===== src/logic/cache_geom_pkg.sv =====
package cache_geom_pkg;

    // physical address and cpu word
    localparam int ADDR_W = 32;
    localparam int WORD_W = 64;
    localparam int STRB_W = WORD_W / 8;   // one strobe per byte

    // 16-byte line holding two cpu words
    localparam int LINE_W   = 128;
    localparam int OFFSET_W = $clog2(LINE_W / 8);

    // address bit OFFSET_W-1 picks the upper or lower word of a line

    typedef logic [WORD_W-1:0] word_t;
    typedef logic [LINE_W-1:0] line_t;

    // bit enables for data array writes
    typedef logic [LINE_W-1:0] line_mask_t;

    // two ways, so one bit
    typedef logic way_sel_t;

endpackage


===== src/logic/cache_bus_pkg.sv =====
package cache_bus_pkg;
    import cache_geom_pkg::*;

    // cpu side request, captured by the cache on acceptance
    typedef struct packed {
        logic [ADDR_W-1:0] addr;
        word_t             wdata;
        logic [STRB_W-1:0] strb;    // byte enables, stores only
        logic              write;
    } cpu_req_t;

    // memory side request, one full line per beat
    // held stable from valid until the response pulse
    typedef struct packed {
        logic [ADDR_W-1:0] addr;    // always line aligned
        line_t             wdata;   // victim line on write-back
        logic              write;   // 1 write-back, 0 refill
    } mem_req_t;

endpackage


===== src/logic/dcache_ctrl.sv =====
`timescale 1ns/10ps

module dcache_ctrl
    import cache_geom_pkg::*;
    import cache_bus_pkg::*;
(
    input  logic              clk,
    input  logic              rst,

    // cpu port
    input  cpu_req_t          cpu_req,
    input  logic              cpu_req_valid,
    output logic              cpu_req_ready,
    output logic              cpu_rsp_valid,
    output word_t             cpu_rsp_rdata,

    // memory port
    output mem_req_t          mem_req,
    output logic              mem_req_valid,
    input  logic              mem_rsp_valid,

    // to the arrays
    output cpu_req_t          req_q,
    output logic              tag_fill,
    output logic              tag_mark_dirty,
    output logic              data_write_hit,
    output logic              data_fill,
    output way_sel_t          fill_way,

    // from the arrays
    input  logic              hit_way0,
    input  logic              hit_way1,
    input  way_sel_t          victim_way,
    input  logic              victim_dirty,
    input  logic [ADDR_W-1:0] victim_tag_addr,
    input  word_t             rd_word,
    input  line_t             victim_line
);

    typedef enum logic [2:0] {
        IDLE,
        LOOKUP,
        WRITEBACK,
        REFILL,
        RESPOND
    } state_e;

    state_e   state_q;
    state_e   state_d;
    way_sel_t victim_q;   // way chosen at lookup, filled later

    logic     accept;
    logic     hit;
    logic     miss;
    logic     refill_issue;
    mem_req_t wb_req;
    mem_req_t refill_req;

    assign accept = cpu_req_valid & cpu_req_ready;
    assign hit    = hit_way0 | hit_way1;
    assign miss   = (state_q == LOOKUP) & !hit;

    // refill goes out once the write-back handshake has closed
    assign refill_issue = (state_q == REFILL) & !mem_req_valid;

    always_comb begin
        wb_req.addr  = victim_tag_addr;
        wb_req.wdata = victim_line;
        wb_req.write = 1'b1;
    end

    always_comb begin
        refill_req.addr  = {req_q.addr[ADDR_W-1:OFFSET_W], {OFFSET_W{1'b0}}};
        refill_req.wdata = '0;
        refill_req.write = 1'b0;
    end

    always_comb begin
        state_d = state_q;
        case (state_q)
            IDLE: begin
                if (accept)
                    state_d = LOOKUP;
            end
            LOOKUP: begin
                if (hit)
                    state_d = IDLE;
                else if (victim_dirty)
                    state_d = WRITEBACK;
                else
                    state_d = REFILL;
            end
            WRITEBACK: begin
                if (mem_rsp_valid)
                    state_d = REFILL;
            end
            REFILL: begin
                if (mem_rsp_valid)
                    state_d = RESPOND;
            end
            RESPOND: state_d = IDLE;   // filled word goes out here
            default: state_d = IDLE;
        endcase
    end

    always_ff @(posedge clk) begin
        if (rst) begin
            state_q       <= IDLE;
            mem_req_valid <= 1'b0;
        end else begin
            state_q <= state_d;
            if (miss || refill_issue)
                mem_req_valid <= 1'b1;
            else if (mem_rsp_valid)
                mem_req_valid <= 1'b0;   // drops the cycle after the response
        end
    end

    always_ff @(posedge clk) begin
        if (accept)
            req_q <= cpu_req;
        if (miss) begin
            victim_q <= victim_way;
            mem_req  <= victim_dirty ? wb_req : refill_req;
        end else if (refill_issue) begin
            mem_req <= refill_req;
        end
    end

    // live victim during lookup so the array can present its line
    assign fill_way = (state_q == LOOKUP) ? victim_way : victim_q;

    assign data_fill      = (state_q == REFILL) & mem_rsp_valid;
    assign tag_fill       = data_fill;
    assign data_write_hit = (state_q == LOOKUP) & hit & req_q.write;
    assign tag_mark_dirty = data_write_hit;

    assign cpu_req_ready = (state_q == IDLE);
    assign cpu_rsp_valid = ((state_q == LOOKUP) & hit) | (state_q == RESPOND);
    assign cpu_rsp_rdata = rd_word;

endmodule


===== config.mk =====
export PLATFORM = sky130hd
export DESIGN_NAME = dcache_ctrl
export DESIGN_NICKNAME = d
export VERILOG_FILES = /design/src/logic/cache_geom_pkg.sv /design/src/logic/cache_bus_pkg.sv /design/src/logic/dcache_ctrl.sv
export SDC_FILE = /design/constraint.sdc
export NUM_CORES = 1
export LEC_CHECK = 0
export ABC_AREA = 1
export BUFFER_PORTS_ARGS = -buffer_cell sky130_fd_sc_hd__buf_2
export CORE_AREA = 2 2 264 266
export DETAILED_ROUTE_END_ITERATION = 12
export DIE_AREA = 0 0 266 268
export PLACE_DENSITY = 0.43
export SYNTH_ARGS = -nofsm -noshare
export SYNTH_HDL_FRONTEND = slang
export SYNTH_SLANG_ARGS = --single-unit

===== constraint.sdc =====
create_clock -name clk -period 15.5 [get_ports clk]
set_clock_uncertainty 0.1 [all_clocks]
set_input_delay 1.55 -clock clk [delete_from_list [all_inputs] [get_ports clk]]
set_output_delay 1.55 -clock clk [all_outputs]
set_load 0.005 [all_outputs]

## Word-level counts from Yosys, hierarchy flattened

Cells that the tools add are included.

| word-level totals | value |
|---|---|
| bits in registers | 271 |
| latch bits | 0 |
| RAM bits | 0 |
| bits in read-only memories | 0 |
| output and inout port bits | 338 |
| word-level logic and storage cells | 44 |
| memories | 0 |

| cells by class | value |
|---|---|
| $add $sub $neg | 0 |
| multiply operators | 0 |
| div/mod/pow operators | 0 |
| order comparisons | 0 |
| equality and inequality tests | 7 |
| shift-type cells | 0 |
| mux-type cells | 12 |
| bitwise operators | 8 |
| reductions and logical operators | 7 |

Operators by type and width:

| operator | number |
|---|---|
| two-way mux 161 bit | 3 |
| case mux 3 bit (4 select lines) | 1 |
| two-way mux 3 bit | 3 |
| bitwise AND 1 bit | 6 |
| equality test 3 x 2 -> 1 bit (second input constant) | 2 |
| two-way mux 1 bit | 4 |
| != test 2 bit (second input constant) | 2 |
| nonzero test 2 bit | 2 |
| equality test 3 x 1 -> 1 bit (second input constant) | 1 |
| equality test 3 bit (second input constant) | 1 |
| zero test 3 bit | 1 |
| AND reduction 3 bit | 1 |
| zero test 1 bit | 2 |
| two-way mux 2 bit | 1 |
| != test 2 x 1 -> 1 bit (second input constant) | 1 |
| bitwise OR 1 bit | 2 |
| logical OR 1 bit | 1 |

## Depth between registers and ports, before layout

| logic depth | value |
|---|---|
| word-level depth | 5 |
| gate-level depth with buffers | 9 |

## Worst setup path before layout

No wires, ideal clock.

| timing path | value |
|---|---|
| kind | input to register |
| from | input cpu_req_valid |
| to | register req_q[0] (netlist name) (enable) |
| library setup time | 0.697 ns |
| arrival time | 8.658 ns |
| required time | 14.703 ns |
| setup slack | 6.044 ns |
| stages | 2 |
| buffers on the path | 0 |
| cell sequence | inv_1 nor3_1 |

| on the way | value |
|---|---|
| longest elaborated chain between the ends | 1 |

RTL lines:

| what | line | source |
|---|---|---|
| from (decl) | dcache_ctrl.sv:12 | `input logic cpu_req_valid,` |
| bitwise AND 1 bit | dcache_ctrl.sv:59 | `assign accept = cpu_req_valid & cpu_req_ready;` |
| via accept | dcache_ctrl.sv:52 | `logic accept;` |
| to (signal assigned) | dcache_ctrl.sv:121 | `req_q <= cpu_req;` |
| to (decl) | dcache_ctrl.sv:23 | `output cpu_req_t req_q,` |

The timed path passes the listed nets, and every way through them passes these cells.
A chain may end at the register's enable or synchronous reset.

## Worst setup path in the final report

| timing path | value |
|---|---|
| from | input hit_way0 |
| to | output tag_mark_dirty |

| on the way | value |
|---|---|
| longest elaborated chain between the ends | 3 |

RTL lines:

| what | line | source |
|---|---|---|
| from (decl) | dcache_ctrl.sv:31 | `input logic hit_way0,` |
| bitwise OR 1 bit | dcache_ctrl.sv:60 | `assign hit = hit_way0 \| hit_way1;` |
| bitwise AND 1 bit (2 in series) | dcache_ctrl.sv:135 | `assign data_write_hit = (state_q == LOOKUP) & hit & req_q.write;` |
| to (decl) | dcache_ctrl.sv:25 | `output logic tag_mark_dirty,` |

No other way between the ends.

==> impl_metrics.prom <==
# TYPE chip_impl_metric gauge
chip_impl_metric{name="fin_hold_ws",unit="ns"} 0.444
chip_impl_metric{name="fp.dieArea",unit="mm^2"} 0.0713
chip_impl_metric{name="final.min_clock_period",unit="ns"} 3.77
chip_impl_metric{name="grt.total_usage",unit=""} 0.0835
chip_impl_metric{name="synthToLayoutAreaGrowth",unit="%"} 41.1
chip_impl_info{name="worst_setup_path_end_kind",value="output port"} 1
chip_impl_metric{name="detail_route.first_pass.iterations",unit=""} 4
chip_impl_info{name="timing.critical_path.from_type",value="input port"} 1
chip_impl_info{name="worstPathCellList",value="buf_2 -> nor2_4 -> nor3b_1 -> buf_2"} 1
chip_impl_metric{name="die_h",unit="um"} 268
chip_impl_metric{name="cts.hold.buffers_added",unit=""} 0
chip_impl_metric{name="max_freq",unit="GHz"} 0.265
chip_impl_metric{name="worst-endpoint-arrival",unit="ns"} 2.12
chip_impl_metric{name="detail-route-antenna-nets",unit=""} 0
chip_impl_metric{name="numClockSinks",unit=""} 271
chip_impl_metric{name="vdd_drop_max",unit="uV"} 79.7
chip_impl_metric{name="setup_tns",unit="ns"} 0
chip_impl_info{name="ctsRootBufferMaster",value="sky130_fd_sc_hd__clkbuf_16"} 1
chip_impl_metric{name="placement_rows",unit=""} 96
chip_impl_metric{name="worstMarginPinSlew",unit="ns"} 0.958
chip_impl_metric{name="path_buf_inv",unit=""} 2
chip_impl_metric{name="final_net_count",unit=""} 1591
chip_impl_metric{name="layout-drive-gt1-share",unit=""} 0.498
chip_impl_metric{name="antenna_violations_before_repair",unit=""} 6
chip_impl_metric{name="netlist-cell-type-count",unit=""} 18
chip_impl_metric{name="cts_htree_levels",unit=""} 1
chip_impl_metric{name="slew_viol_final",unit=""} 0
chip_impl_metric{name="initial_drt_markers",unit=""} 492
chip_impl_metric{name="number_of_endpoints_with_negative_hold_slack_in_the_final_report",unit=""} 0
chip_impl_metric{name="first_global_vias",unit=""} 7382
chip_impl_metric{name="report.final.setup_viol",unit=""} 0
chip_impl_metric{name="pin_count",unit=""} 675
chip_impl_metric{name="yosysTopAreaCellShare",unit=""} 0.772
chip_impl_metric{name="power.density_cell_area",unit="mW/mm^2"} 129
chip_impl_metric{name="finalWirelength",unit="um"} 31900
chip_impl_metric{name="filler_cell_count",unit=""} 7409
chip_impl_metric{name="cts_buffer_depth",unit=""} 3
chip_impl_metric{name="avgRoutedWirePerCell",unit="um"} 14.7
chip_impl_metric{name="cts.repair.resized",unit=""} 0
chip_impl_info{name="holdCritPathClass",value="register to register"} 1
chip_impl_metric{name="cap_viol_max_count",unit=""} 0
chip_impl_metric{name="place_hpwl",unit="um"} 24300
chip_impl_metric{name="globalRoute.totalOverflow",unit=""} 0
chip_impl_metric{name="core_region_area",unit="mm^2"} 0.0682
chip_impl_metric{name="grt_pass1_wl",unit="um"} 45000
chip_impl_info{name="critPathKind",value="input port to output port"} 1
chip_impl_info{name="cts_tree",value="yes"} 1
chip_impl_metric{name="synthesis.instances",unit=""} 755
chip_impl_metric{name="place.port_buffers",unit=""} 546
chip_impl_metric{name="viasPerCell",unit=""} 3.28
chip_impl_metric{name="area_of_combinational_cells_with_multiple_inputs",unit="mm^2"} 0.00108
chip_impl_metric{name="route.vias.total",unit=""} 7086
chip_impl_metric{name="yosysWarnings",unit=""} 0
chip_impl_metric{name="synthesis.area_per_instance",unit="um^2"} 13.7
chip_impl_info{name="synth_area_leaders",value="sky130_fd_sc_hd__edfxtp_1 77%, sky130_fd_sc_hd__inv_1 5.2%, sky130_fd_sc_hd__buf_4 4.8%"} 1
chip_impl_info{name="post-synth-top-area-cell",value="sky130_fd_sc_hd__edfxtp_1"} 1
chip_impl_metric{name="die_width",unit="um"} 266
chip_impl_metric{name="data_required_time_at_the_worst_endpoint",unit="ns"} 13.85
chip_impl_metric{name="worst_slew_margin_rel",unit=""} 0.362
chip_impl_metric{name="path_clk_slew",unit="ns"} 0.06
chip_impl_metric{name="synth.net_count",unit=""} 1092
chip_impl_info{name="cpMostUsedCell",value="sky130_fd_sc_hd__buf_2"} 1
chip_impl_metric{name="slowest_delay",unit="ns"} 0.25
chip_impl_metric{name="crit_path_max_fanout",unit=""} 5
chip_impl_metric{name="final_replace_weighted_congestion",unit=""} 0.775
chip_impl_metric{name="synth_seq_cells",unit=""} 271
chip_impl_metric{name="clock_latency",unit="ns"} 0.58
chip_impl_info{name="outcome",value="finished, final reports clean"} 1
chip_impl_metric{name="layout_setup_ws",unit="ns"} 11.73
chip_impl_metric{name="sequential_area_share_after_synthesis",unit=""} 0.780
chip_impl_metric{name="drc",unit=""} 0
chip_impl_metric{name="layoutNonFillerInstCount",unit=""} 2162
chip_impl_metric{name="cts-buffers-inserted",unit=""} 31
chip_impl_metric{name="post-cts-setup-buffers",unit=""} 0
chip_impl_metric{name="grt_max_degree",unit=""} 80
chip_impl_info{name="critical-path-slowest-cell",value="sky130_fd_sc_hd__nor3b_1"} 1
chip_impl_info{name="timing.critical_path.max_delay_family",value="simple AND/OR/NAND/NOR gates"} 1
chip_impl_metric{name="final_min_period_over_clock_period",unit=""} 0.243
chip_impl_metric{name="mappedNetlistArea",unit="mm^2"} 0.0104
chip_impl_metric{name="leakage",unit="nW"} 6.52
chip_impl_info{name="grt_setup_unrepaired",value="false"} 1
chip_impl_metric{name="dpl.cell_count",unit=""} 2103
chip_impl_metric{name="detailedPlace.worstSlack",unit="ns"} 11.68
chip_impl_metric{name="initial_core_util",unit=""} 0.152
chip_impl_metric{name="regArea",unit="mm^2"} 0.00810
chip_impl_metric{name="fin_total_pwr",unit="mW"} 1.89
[stage by stage]
stage               area [um^2]  utilization
floorplan                 10400            -
global placement          13600        0.199
detailed placement        13600        0.199
CTS                       14600        0.215
global route              14600        0.215
finish                    14600        0.215
[area by class of cell]
type	instances	area share
Timing Repair Buffer	552	0.190
Inverter	145	0.0372
Sequential cell	271	0.553
Clock buffer	35	0.0540
Antenna cell	2	0.000342
Tap cell	882	0.0754
Multi-Input combinational cell	253	0.0740
Clock inverter	22	0.0164
[per-layer routing]
layer	up-vias	GRT usage	wire length, um
li1	3347	-	-
met1	3258	0.0903	12200
met2	429	0.141	14900
met3	44	0.0446	3950
met4	8	0.0244	839
met5	-	0	38
[layout by cell type (no fill, tap or decap), drive strengths merged]
cell,n
clkinvlp,2
bufinv,5
dfxtp,4
nand3,3
diode,2
edfxtp,267
a21oi,2
nor3,2
clkinv,15
nor3b,1
inv,145
buf,552
o22ai,1
nor2,142
nand2,102
clkbuf,35
[report_power, final]
group	switching (mW)	internal [mW]	leakage, nW
clock network	0.303	0.447	0.503
registers	0.0241	0.903	2.49
logic	0.126	0.0832	3.53
total	0.453	1.43	6.52
[tightest hold or removal path: cells and delay by family, from the launching register on]
family | cells | cell delay (ns)
AND/OR/NAND/NOR | 2 | 0.10
flip-flops | 1 | 0.34
[state kept, by name (all words and copies together) (netlist names)]
register,count
mem_req_valid,1
mem_req,161
req_q,105
state_q,3
victim_q,1
[path summary, 6_finish.rpt]
kind                                              start                          to  slack (ns)  cells past startpoint
worst max-delay path                           hit_way0              tag_mark_dirty       11.73                      4
worst min register to register      req_q[78]$_DFFE_PP_      mem_req[134]$_DFFE_PP_        0.44                      2
worst max register to register  state_q[2]$_SDFFE_PP0P_  mem_req[100]$_SDFFCE_PN0P_       12.78                      6
worst min-delay path                req_q[78]$_DFFE_PP_      mem_req[134]$_DFFE_PP_        0.44                      2
[synthesized netlist by cell type (all sizes together)]
cell	count
a21oi	2
dfxtp	4
nor2	142
nor3	2
edfxtp	267
nand2	102
buf	85
clkbuf	1
o22ai	1
nor3b	1
inv	145
nand3	3
[cells by family (layout without fill, tap and decap cells)]
kind of cell,after synthesis,count (layout),share of synthesized area
DFF,271,271,0.780
and+or+nand+nor,250,250,0.101
buffers and inverters,231,754,0.118
AOI/OAI and AO/OA,3,3,0.00157
other,0,2,0
Power figures use the tool's default switching activity.
